File: src/decode_params.svh
`ifndef DECODE_PARAMS_SVH
`define DECODE_PARAMS_SVH

// Data word width
`define NB_DATA 32

// Register address width
`define NB_ADDR 5

// Number of registers in the bank
`define BANK_DEPTH 32

`endif

File: src/mips_isa_pkg.sv
package mips_isa_pkg;

    // Major opcodes handled by the decode stage
    typedef enum logic [5:0] {
        OP_RTYPE = 6'h00,
        OP_BEQ   = 6'h04,
        OP_ADDI  = 6'h08,
        OP_ANDI  = 6'h0C,
        OP_ORI   = 6'h0D,
        OP_LUI   = 6'h0F,
        OP_LW    = 6'h23,
        OP_SW    = 6'h2B
    } opcode_e;

    // R-type function codes
    typedef enum logic [5:0] {
        FN_ADD = 6'h20,
        FN_SUB = 6'h22,
        FN_AND = 6'h24,
        FN_OR  = 6'h25,
        FN_SLT = 6'h2A
    } funct_e;

    typedef struct packed {
        opcode_e     opcode; // [31:26]
        logic [4:0]  rs;
        logic [4:0]  rt;
        logic [4:0]  rd;
        logic [4:0]  shamt;  // Unused by the supported set
        funct_e      funct;  // [5:0]
    } r_fields_t;

    typedef struct packed {
        opcode_e     opcode;
        logic [4:0]  rs;
        logic [4:0]  rt;
        logic [15:0] imm;
    } i_fields_t;

    // Same 32-bit word seen as R-type or I-type
    typedef union packed {
        r_fields_t rtype;
        i_fields_t itype;
    } instr_u;

endpackage

File: src/decode_ctrl_pkg.sv
package decode_ctrl_pkg;

    // Operation requested from the execute stage
    typedef enum logic [2:0] {
        ALU_NONE = 3'd0,
        ALU_ADD  = 3'd1,
        ALU_SUB  = 3'd2,
        ALU_AND  = 3'd3,
        ALU_OR   = 3'd4,
        ALU_SLT  = 3'd5,
        ALU_LUI  = 3'd6  // Pass the shifted immediate through
    } alu_op_e;

    // Control word handed to execute
    typedef struct packed {
        logic    reg_write;  // Result goes back to the bank
        logic    mem_read;
        logic    mem_write;
        logic    mem_to_reg; // Write-back takes memory data
        logic    alu_src;    // Second operand is the immediate
        logic    branch;
        alu_op_e alu_op;
    } id_ctrl_t;

    // All controls inactive
    localparam id_ctrl_t CTRL_NOP = '{
        reg_write:  1'b0,
        mem_read:   1'b0,
        mem_write:  1'b0,
        mem_to_reg: 1'b0,
        alu_src:    1'b0,
        branch:     1'b0,
        alu_op:     ALU_NONE
    };

endpackage

File: src/reg_read_if.sv
`include "decode_params.svh"

interface reg_read_if;

    logic [`NB_ADDR-1:0] read_reg_a; // rs
    logic [`NB_ADDR-1:0] read_reg_b; // rt
    logic [`NB_DATA-1:0] data_a;
    logic [`NB_DATA-1:0] data_b;

    modport decoder (
        output read_reg_a,
        output read_reg_b,
        input  data_a,
        input  data_b
    );

    modport bank (
        input  read_reg_a,
        input  read_reg_b,
        output data_a,
        output data_b
    );

endinterface

File: src/register_bank.sv
`include "decode_params.svh"

module register_bank (
    input  logic                i_clock,
    input  logic                i_reset,
    input  logic                i_enable,
    input  logic                i_reg_write,    // Write strobe from write-back
    input  logic [`NB_ADDR-1:0] i_write_reg,
    input  logic [`NB_DATA-1:0] i_write_data,
    input  logic                i_read_enable,  // Debug unit, honoured while halted
    input  logic [`NB_ADDR-1:0] i_read_address,
    reg_read_if.bank            rd
);

    logic [`NB_DATA-1:0] registers [`BANK_DEPTH];

    logic                write_valid;
    logic                fwd_a;
    logic                fwd_b;
    logic [`NB_DATA-1:0] array_a;
    logic [`NB_DATA-1:0] array_b;
    logic [`NB_DATA-1:0] array_dbg;

    // Register 0 is never a write target
    assign write_valid = i_reg_write && (i_write_reg != '0);

    // Same-cycle write to a register being read
    assign fwd_a = write_valid && (i_write_reg == rd.read_reg_a);
    assign fwd_b = write_valid && (i_write_reg == rd.read_reg_b);

    // Address 0 reads as zero
    assign array_a   = (rd.read_reg_a == '0) ? '0 : registers[rd.read_reg_a];
    assign array_b   = (rd.read_reg_b == '0) ? '0 : registers[rd.read_reg_b];
    assign array_dbg = (i_read_address == '0) ? '0 : registers[i_read_address];

    always_ff @(posedge i_clock) begin
        if (i_enable && write_valid) begin // Writes while halted are dropped
            registers[i_write_reg] <= i_write_data;
        end
    end

    always_ff @(posedge i_clock) begin
        if (i_reset) begin
            rd.data_a <= '0;
            rd.data_b <= '0;
        end else if (i_enable) begin
            rd.data_a <= fwd_a ? i_write_data : array_a;
            rd.data_b <= fwd_b ? i_write_data : array_b;
        end else if (i_read_enable) begin
            // Debug read on port a, port b holds
            rd.data_a <= array_dbg;
        end
    end

    // Register 0 reads back as zero on either path
    property p_zero_reg_a;
        @(posedge i_clock) disable iff (i_reset)
        ((i_enable && rd.read_reg_a == '0) ||
         (!i_enable && i_read_enable && i_read_address == '0))
        |=> (rd.data_a == '0);
    endproperty

    property p_zero_reg_b;
        @(posedge i_clock) disable iff (i_reset)
        (i_enable && rd.read_reg_b == '0) |=> (rd.data_b == '0);
    endproperty

    property p_reset_clears;
        @(posedge i_clock)
        i_reset |=> (rd.data_a == '0 && rd.data_b == '0);
    endproperty

    a_zero_reg_a: assert property (p_zero_reg_a)
        else $error("register_bank: register 0 read nonzero on port a");

    a_zero_reg_b: assert property (p_zero_reg_b)
        else $error("register_bank: register 0 read nonzero on port b");

    a_reset_clears: assert property (p_reset_clears)
        else $error("register_bank: read data not cleared after reset");

endmodule

File: src/instruction_decoder.sv
`include "decode_params.svh"

module instruction_decoder (
    input  logic                       i_clock,
    input  logic                       i_reset,
    input  logic                       i_enable,
    input  mips_isa_pkg::instr_u       i_instruction,
    reg_read_if.decoder                rd,
    output decode_ctrl_pkg::id_ctrl_t  o_ctrl,
    output logic [`NB_DATA-1:0]        o_immediate,
    output logic [`NB_ADDR-1:0]        o_dest_reg,
    output logic                       o_illegal
);

    decode_ctrl_pkg::id_ctrl_t ctrl_next;
    decode_ctrl_pkg::alu_op_e  r_alu_op;
    logic                      r_known;
    logic [`NB_DATA-1:0]       imm_next;
    logic [`NB_ADDR-1:0]       dest_next;
    logic                      illegal_next;
    logic [15:0]               imm16;

    // Source registers sit in the same place for both formats
    assign rd.read_reg_a = i_instruction.itype.rs;
    assign rd.read_reg_b = i_instruction.itype.rt;

    assign imm16 = i_instruction.itype.imm;

    // Funct decode through the R view
    always_comb begin
        r_known  = 1'b1;
        r_alu_op = decode_ctrl_pkg::ALU_NONE;
        case (i_instruction.rtype.funct)
            mips_isa_pkg::FN_ADD: r_alu_op = decode_ctrl_pkg::ALU_ADD;
            mips_isa_pkg::FN_SUB: r_alu_op = decode_ctrl_pkg::ALU_SUB;
            mips_isa_pkg::FN_AND: r_alu_op = decode_ctrl_pkg::ALU_AND;
            mips_isa_pkg::FN_OR:  r_alu_op = decode_ctrl_pkg::ALU_OR;
            mips_isa_pkg::FN_SLT: r_alu_op = decode_ctrl_pkg::ALU_SLT;
            default:              r_known  = 1'b0;
        endcase
    end

    always_comb begin
        ctrl_next    = decode_ctrl_pkg::CTRL_NOP;
        illegal_next = 1'b0;
        dest_next    = i_instruction.itype.rt;        // I-type writes rt
        imm_next     = {{16{imm16[15]}}, imm16};      // Sign extend by default

        case (i_instruction.itype.opcode)
            mips_isa_pkg::OP_RTYPE: begin
                dest_next = i_instruction.rtype.rd;
                if (r_known) begin
                    ctrl_next.reg_write = 1'b1;
                    ctrl_next.alu_op    = r_alu_op;
                end else begin
                    illegal_next = 1'b1;
                end
            end
            mips_isa_pkg::OP_ADDI: begin
                ctrl_next.reg_write = 1'b1;
                ctrl_next.alu_src   = 1'b1;
                ctrl_next.alu_op    = decode_ctrl_pkg::ALU_ADD;
            end
            mips_isa_pkg::OP_ANDI: begin
                ctrl_next.reg_write = 1'b1;
                ctrl_next.alu_src   = 1'b1;
                ctrl_next.alu_op    = decode_ctrl_pkg::ALU_AND;
                imm_next            = {16'b0, imm16}; // Logical ops zero extend
            end
            mips_isa_pkg::OP_ORI: begin
                ctrl_next.reg_write = 1'b1;
                ctrl_next.alu_src   = 1'b1;
                ctrl_next.alu_op    = decode_ctrl_pkg::ALU_OR;
                imm_next            = {16'b0, imm16};
            end
            mips_isa_pkg::OP_LW: begin
                ctrl_next.reg_write  = 1'b1;
                ctrl_next.mem_read   = 1'b1;
                ctrl_next.mem_to_reg = 1'b1;
                ctrl_next.alu_src    = 1'b1;
                ctrl_next.alu_op     = decode_ctrl_pkg::ALU_ADD; // Address calc
            end
            mips_isa_pkg::OP_SW: begin
                ctrl_next.mem_write = 1'b1;
                ctrl_next.alu_src   = 1'b1;
                ctrl_next.alu_op    = decode_ctrl_pkg::ALU_ADD;
            end
            mips_isa_pkg::OP_BEQ: begin
                ctrl_next.branch = 1'b1;
                ctrl_next.alu_op = decode_ctrl_pkg::ALU_SUB; // Compare rs and rt
            end
            mips_isa_pkg::OP_LUI: begin
                ctrl_next.reg_write = 1'b1;
                ctrl_next.alu_src   = 1'b1;
                ctrl_next.alu_op    = decode_ctrl_pkg::ALU_LUI;
                imm_next            = {imm16, 16'b0};
            end
            default: begin
                illegal_next = 1'b1;
            end
        endcase
    end

    // Registered to line up with the bank read data
    always_ff @(posedge i_clock) begin
        if (i_reset) begin
            o_ctrl      <= decode_ctrl_pkg::CTRL_NOP;
            o_immediate <= '0;
            o_dest_reg  <= '0;
            o_illegal   <= 1'b0;
        end else if (i_enable) begin
            o_ctrl      <= ctrl_next;
            o_immediate <= imm_next;
            o_dest_reg  <= dest_next;
            o_illegal   <= illegal_next;
        end
    end

    a_mem_exclusive: assert property (
        @(posedge i_clock) disable iff (i_reset)
        !(o_ctrl.mem_read && o_ctrl.mem_write))
        else $error("instruction_decoder: mem_read and mem_write both high");

endmodule

File: src/decode_stage.sv
`include "decode_params.svh"

module decode_stage (
    input  logic                     i_clock,
    input  logic                     i_reset,
    input  logic                     i_enable,       // Pipeline advances
    input  logic [31:0]              i_instruction,

    // Write-back port
    input  logic                     i_reg_write,
    input  logic [`NB_ADDR-1:0]      i_write_reg,
    input  logic [`NB_DATA-1:0]      i_write_data,

    // Debug unit port
    input  logic                     i_read_enable,
    input  logic [`NB_ADDR-1:0]      i_read_address,

    output logic [`NB_DATA-1:0]      o_data_a,
    output logic [`NB_DATA-1:0]      o_data_b,
    output logic [`NB_DATA-1:0]      o_immediate,
    output logic [`NB_ADDR-1:0]      o_dest_reg,

    // Control to execute
    output logic                     o_reg_write,
    output logic                     o_mem_read,
    output logic                     o_mem_write,
    output logic                     o_mem_to_reg,
    output logic                     o_alu_src,
    output logic                     o_branch,
    output decode_ctrl_pkg::alu_op_e o_alu_op,
    output logic                     o_illegal
);

    reg_read_if rd_if ();

    decode_ctrl_pkg::id_ctrl_t id_ctrl;

    instruction_decoder decoder_i (
        .i_clock       (i_clock),
        .i_reset       (i_reset),
        .i_enable      (i_enable),
        .i_instruction (i_instruction),
        .rd            (rd_if.decoder),
        .o_ctrl        (id_ctrl),
        .o_immediate   (o_immediate),
        .o_dest_reg    (o_dest_reg),
        .o_illegal     (o_illegal)
    );

    register_bank bank_i (
        .i_clock        (i_clock),
        .i_reset        (i_reset),
        .i_enable       (i_enable),
        .i_reg_write    (i_reg_write),
        .i_write_reg    (i_write_reg),
        .i_write_data   (i_write_data),
        .i_read_enable  (i_read_enable),
        .i_read_address (i_read_address),
        .rd             (rd_if.bank)
    );

    assign o_data_a = rd_if.data_a;
    assign o_data_b = rd_if.data_b;

    // Control word out as separate lines
    assign o_reg_write  = id_ctrl.reg_write;
    assign o_mem_read   = id_ctrl.mem_read;
    assign o_mem_write  = id_ctrl.mem_write;
    assign o_mem_to_reg = id_ctrl.mem_to_reg;
    assign o_alu_src    = id_ctrl.alu_src;
    assign o_branch     = id_ctrl.branch;
    assign o_alu_op     = id_ctrl.alu_op;

endmodule

File: config.mk
export PLATFORM = sky130hd
export DESIGN_NAME = decode_stage
export DESIGN_NICKNAME = d
export VERILOG_FILES = /design/src/mips_isa_pkg.sv /design/src/decode_ctrl_pkg.sv /design/src/reg_read_if.sv /design/src/register_bank.sv /design/src/instruction_decoder.sv /design/src/decode_stage.sv
export VERILOG_INCLUDE_DIRS = /design/src
export SDC_FILE = /design/constraint.sdc
export NUM_CORES = 2
export LEC_CHECK = 0
export BUFFER_PORTS_ARGS = -buffer_cell sky130_fd_sc_hd__buf_4
export CAP_MARGIN = 10
export CORE_MARGIN = 4
export CORE_UTILIZATION = 40
export CTS_CLUSTER_DIAMETER = 80
export DETAILED_ROUTE_END_ITERATION = 16
export PLACE_DENSITY_LB_ADDON = 0.3
export SYNTH_ARGS = -nofsm -noshare
export SYNTH_HDL_FRONTEND = slang
export SYNTH_HIERARCHICAL = 1
export SYNTH_SLANG_ARGS = --single-unit
File: constraint.sdc
create_clock -name i_clock -period 4.7 [get_ports i_clock]
set_input_delay 0.235 -clock i_clock [delete_from_list [all_inputs] [get_ports i_clock]]
set_output_delay 0.235 -clock i_clock [all_outputs]
set_load 0.1 [all_outputs]
* Yosys cells after proc, flatten, opt, wreduce, memory -nomap -nowiden
Memory sizes are Yosys's and may differ from the RTL's.
Cells that the tools add are included.
** Cells by class
- Reduce and logical (&&, ||, !) cells :: 16
- Muxes and demuxes :: 23
- Equal/unequal tests :: 14
** Operators with widths (count)
- two-way mux 32 bit :: 7
- one-hot mux 32 bit (2 select lines) :: 1
- == test 6 bit, second input constant :: 7
- == test 6 x 4 -> 1 bit, second input constant :: 4
- one-hot mux 3 bit (6 select lines) :: 1
- zero test 5 bit :: 3
- one-hot mux 3 bit (5 select lines) :: 1
- == test 5 bit :: 2
- OR reduction 5 bit :: 2
- two-way mux 1 bit :: 9
- OR reduction 7 bit :: 1
- == test 6 x 3 -> 1 bit, second input constant :: 1
- zero test 6 bit :: 1
- OR reduction 6 bit :: 1
- two-way mux 5 bit :: 1
- nonzero test 5 bit :: 1
- logical AND 1 bit :: 4
- one-hot mux 1 bit (2 select lines) :: 2
- two-way mux 3 bit :: 1
- OR reduction 3 bit :: 1
- nonzero test 2 bit :: 1
- OR reduction 2 bit :: 1
** Storage, ports and cells
- Memories kept :: 1
- Word-level logic and storage cells :: 65
- Output and inout bits :: 111
- Register bits :: 110
- Bits of input ports :: 79
- Bits in writable memories :: 1024
** Memory list
- bank_i.registers :: depth 32, bits a word 32, read ports 3, clocked after Yosys merged registers in 0, wr ports 1, line register_bank.sv:15 : logic [`NB_DATA-1:0] registers [`BANK_DEPTH];

* Depth between registers and ports, before layout
- Word-level depth :: 5
- Mapped depth :: 11
- Depth with buffers taken out :: 5

* By module
Netlist, hierarchy kept.
** Modules (own cells, without submodules)
- register_bank :: cells an instance 3466, area each 59014.1 um^2, sequential area each 32030.7 um^2, times used 1
- instruction_decoder :: cells an instance 261, area each 2117.0 um^2, sequential area each 920.9 um^2, times used 1

* Worst setup path after synthesis
Ideal clock, no wire load.
- Kind :: input to register
- Start point :: input port i_enable
- End point :: memory bank_i/registers[13][0] (netlist name) (enable)
- Data arrival time :: 2784 ps
- Data required time :: 4279 ps
- Path buffers :: 3
- Cell stages on the path :: 5
- Setup time :: 421 ps
- Slack :: 1495 ps
- Cells stage by stage :: clkbuf_1 -> clkbuf_1 -> buf_1 -> nand4b_1 -> nor2_1
** Between the ends
- Word-level cells in the longest chain between the ends :: 3
** Ends and longest elaborated chain
- from (decl) :: line decode_stage.sv:6 : input logic i_enable,
- logical AND 1 bit :: line register_bank.sv:37 : if (i_enable && write_valid) begin
- two-way mux 1 bit :: line register_bank.sv:37
- two-way mux 1 bit (implied by the code) :: line register_bank.sv:38 : registers[i_write_reg] <= i_write_data;
- to (decl) :: line register_bank.sv:15
Every way passes these cells.

* Worst setup path after layout
- Start point :: input port i_enable
- End point :: memory bank_i/registers[6][4] (netlist name) (enable)
The elaborated chain is that of the path after synthesis.

==> out/results.txt <==
The top cell type by area accounts for 50.3% of the synthesized area. Clock latency on the worst-skew pair, taken at its later pin, is 780 ps. After clock tree synthesis, the clock-pin slew on the worst setup and hold paths is 60 ps.

Headroom to the max-slew limit came out at 13.3%. Number of distinct standard cells referenced by the synthesized netlist: 85. Gate family responsible for the most delay along the worst path: simple AND/OR/NAND/NOR gates.

In this run the deepest clock path goes through 3 buffers. For the finished layout, the period the worst path requires is 3130 ps. The count of buffering cells on the critical path with inverters included is 3. Area of the mapped netlist: 61100 um^2.

The wire length after detailed routing came out at 233000 um. In the global route stage, met3 resource usage came out at 7.51%. The HPWL reported at the end of detailed placement was 141000 um; the synthesized netlist cell count was 3727.

The most used flip-flop cell after synthesis is edfxtp_1. Setup violations remaining at the end of the flow were counted as 0. The congestion estimate from routability-driven global placement came to 0.898.

Once detail routing completed, the nets flagged for antenna violations numbered 0. The number of gates on the worst path with buffers counted was 5; the post-cts hold buffer count was 62. The layer flagged by global routing as most heavily used is met2. The count of buffers added on input and output ports is 189. The floorplan has 143 rows. The worst endpoint required time is 5120 ps, and the height of the chip is 399 um.

Ranked by total cell area, the synthesized netlist is headed by edfxtp_1 50%, mux4_2 23%, mux2i_1 5.5%. Final hold violation count: 0. Measured along the x axis, the die boundary spans 399 um. By startpoint and endpoint, the worst setup path is classified as in -> reg. The core region is 152000 um^2. For the via count of the first global-routing pass, the log shows 41600.

For the final database, setup skew stands at 45.9 ps. Kind of path behind the tightest hold check: in -> reg. Summed over all layers, the global routing overflow is 0. For this run, the detailed router's first-pass iteration total came to 8. The tools report the initial antenna violation count as 10.

For this block, the via count after detailed routing is 42900. Once the clock tree was built, the resizer swapped 0 gates to a different size. The number of levels in the clock H-tree is 3, and the number of flip-flops under the largest register name is 1024. The run gives 119 as the CTS buffer count. STA classifies the critical path endpoint as a register. Max-cap violations in this run came to 0.

The first global-routing pass estimated 324000 um of wire. The area growth from synthesis to layout came out at 14.1%. Sequential elements use 53.9% of the synthesized area. The register bit total from synthesis came out at 1134.

Yosys mapped a number of flops with a built-in enable equal to 1024. The run finished with clean final reports. After the last flow step, the layout net total stands at 3995.

The initial utilization of the core area, before any placement, comes to 40.2%. Dividing total power by cell area gives a power density of 348 nW/um^2. The tools report the CTS root buffer as clkbuf_16. The number of vias per cell came out at 7.09.

The floorplan step defined a die boundary enclosing 159000 um^2. For this run, the slowest stage of the critical path takes 950 ps. 190 I/O pins were placed. Traced cell by cell, the critical path runs through dlygate4sd3_1 -> buf_6 -> nand4b_1 -> nor2_4 -> buf_4. Cells with a size suffix above 1 make up 32.0% of the layout. In this run, placement finished with an instance count of 5763. The final cycle utilization of the critical path works out to 66.6%.

The worst IR drop on VDD came out at 0.293 mV. Counting flops per register, the top entry is bank_i/registers. At the worst endpoint, the arrival time is 3550 ps.

The largest net degree at the start of global routing was 77; the leakage power was 22.8 nW. The average footprint of a synthesized cell was 16.4 um^2. Largest fanout on the critical path: 45.

The run gives 0 as the final max-slew violation count. For this block, the initial DRC count from the detailed router was 6733. Cell accounting for the most synthesized area: edfxtp_1. Once layout is complete, the cells apart from fillers number 6058. After synthesis, the share of flip-flops with an asynchronous set or reset is 0%. Global routing consumed, on the met2 layer, 43.8% of the routing resources.

The minimum setup slack among reg-to-reg paths was 2520 ps. The worst-path cell with the longest stage delay was nor2_4. The number of cells traversed by the worst hold path came out at 3. STA classifies the critical path startpoint as a primary input.

The tools report the aggregate global-route resource usage as 28.7%. The met1 capacity usage during global routing was 38.4%; the count of filler cells inserted in the layout was 12900. The slew of the pin with the lowest slew margin is 1300 ps, and the number of DRC violations after detailed routing is 0.

Setup repair after global routing left no endpoint under its margin. The post-route setup TNS came out at 0 ps. For this design, the sink count on the clock tree is 1134. TritonCTS built the clock tree. For this run, the top clock speed supported by timing is 319 MHz. Cells fill 45.9% of the core in the end. After detailed routing, the average wire length per cell comes to 38.5 um. Post-CTS timing repair inserted 0 buffers for setup.

The cell count of the worst reg-to-reg path works out to 5. Yosys warning count: 6.
-- per-stage QoR --
stage / area (um^2) / worst slack [ps] / total power [mW] / hold WS (ps)
3_5_place_dp: 65200 / 1330 / 14.9 / 449
3_3_place_gp: 65200 / 1380 / 14.9 / 450
4_1_cts: 69700 / 1690 / 24.2 / 3.11
2_1_floorplan: 61200 / 1490 / 13.7 / 334
6_report: 69800 / 1570 / 24.3 / 50.4
5_1_grt: 69700 / 1550 / 24.9 / 72.5
-- kinds of logic after synthesis --
family / count (synthesis) / share of synthesized area [%]
AOI/OAI and AO/OA: 710 / 8.76
xor gates and xnor gates: 11 / 0.158
buffers and inverters: 374 / 3.15
DFF: 1134 / 53.9
muxes: 1043 / 30.4
other: 1 / 0.00613
and+or+nand+nor: 454 / 3.58
-- synth_stat cells (5+ instances only) --
master / count
mux4_1: 10
a31oi_1: 30
buf_4: 67
xnor2_1: 11
mux2_2: 61
dfxtp_1: 110
o31a_1: 12
or3b_2: 5
nand4_1: 7
nand3_1: 34
edfxtp_1: 1024
a22o_1: 37
nor3_1: 38
nand2_1: 127
nand2b_1: 15
buf_1: 33
a22oi_1: 91
nor4_1: 10
o21ai_0: 65
a2111oi_0: 6
buf_6: 17
nor2b_1: 21
buf_2: 106
inv_1: 8
a32oi_1: 16
or3_1: 10
a311oi_1: 27
a221o_1: 30
o211ai_1: 17
a211oi_1: 12
a221oi_1: 100
a21oi_1: 67
mux2i_1: 338
mux4_2: 634
nand3b_1: 7
a211o_1: 21
clkbuf_1: 138
a21o_1: 21
nor2_1: 140
o22a_1: 9
o22ai_1: 78
or2_2: 11
o221ai_1: 44
-- tightest hold or removal path: cells and delay by family --
family / cells / cell delay, ps
compound gates: 1 / 80
simple gates: 1 / 140
buf+inv: 1 / 320
-- power by group --
part	leakage [nW]	total, mW	internal [mW]	switching [mW]
combinational	10.8	3.44	1.20	2.23
clock	1.87	9.54	5.34	4.20
sequential	10.1	11.3	11.1	0.179
total	22.8	24.3	17.7	6.61
-- cell usage in the layout, fill, tap and decap left out, drive strengths merged, types with 37 or more instances in the layout --
| cell type | n |
|---|---|
| nor3 | 39 |
| edfxtp | 1024 |
| o221ai | 44 |
| mux2 | 61 |
| a21oi | 68 |
| a22o | 37 |
| o21ai | 67 |
| clkbuf | 170 |
| mux4 | 644 |
| clkinv | 40 |
| o22ai | 78 |
| dlygate4sd3 | 62 |
| buf | 336 |
| a221oi | 100 |
| mux2i | 338 |
| nor2 | 141 |
| nand2 | 127 |
| a22oi | 91 |
| dfxtp | 110 |
-- cell type report --
class                   count  area [um^2]  share of cell area [%]
clock inverters            56          566                   0.811
repair buffers            399         3640                    5.22
well taps                2030         2540                    3.64
diodes                      8         20.0                  0.0287
multi-input cells        2250        26700                    38.3
clock buffers             169         3310                    4.74
inverters                  12         48.8                  0.0700
flip-flops and latches   1134        33000                    47.2
-- layer usage --
layer | share of wire, % | routed length, um
met3 | 13 | 29600
met2 | 45 | 105000
met5 | 0.024 | 56
met1 | 37 | 85800
met4 | 5.4 | 12500
-- path summary, 6_finish.rpt --
| check | start | end |
|---|---|---|
| setup / recovery | i_enable | bank_i/registers[6][4] |
| hold / removal | i_instruction[19] | decoder_i/o_dest_reg[3] |
| setup reg to reg | bank_i/registers[25][30] | bank_i/rd.data_a[30] |
| hold reg to reg | decoder_i/o_immediate[6] | decoder_i/o_immediate[6] |
(Power assumes the default switching activity.)
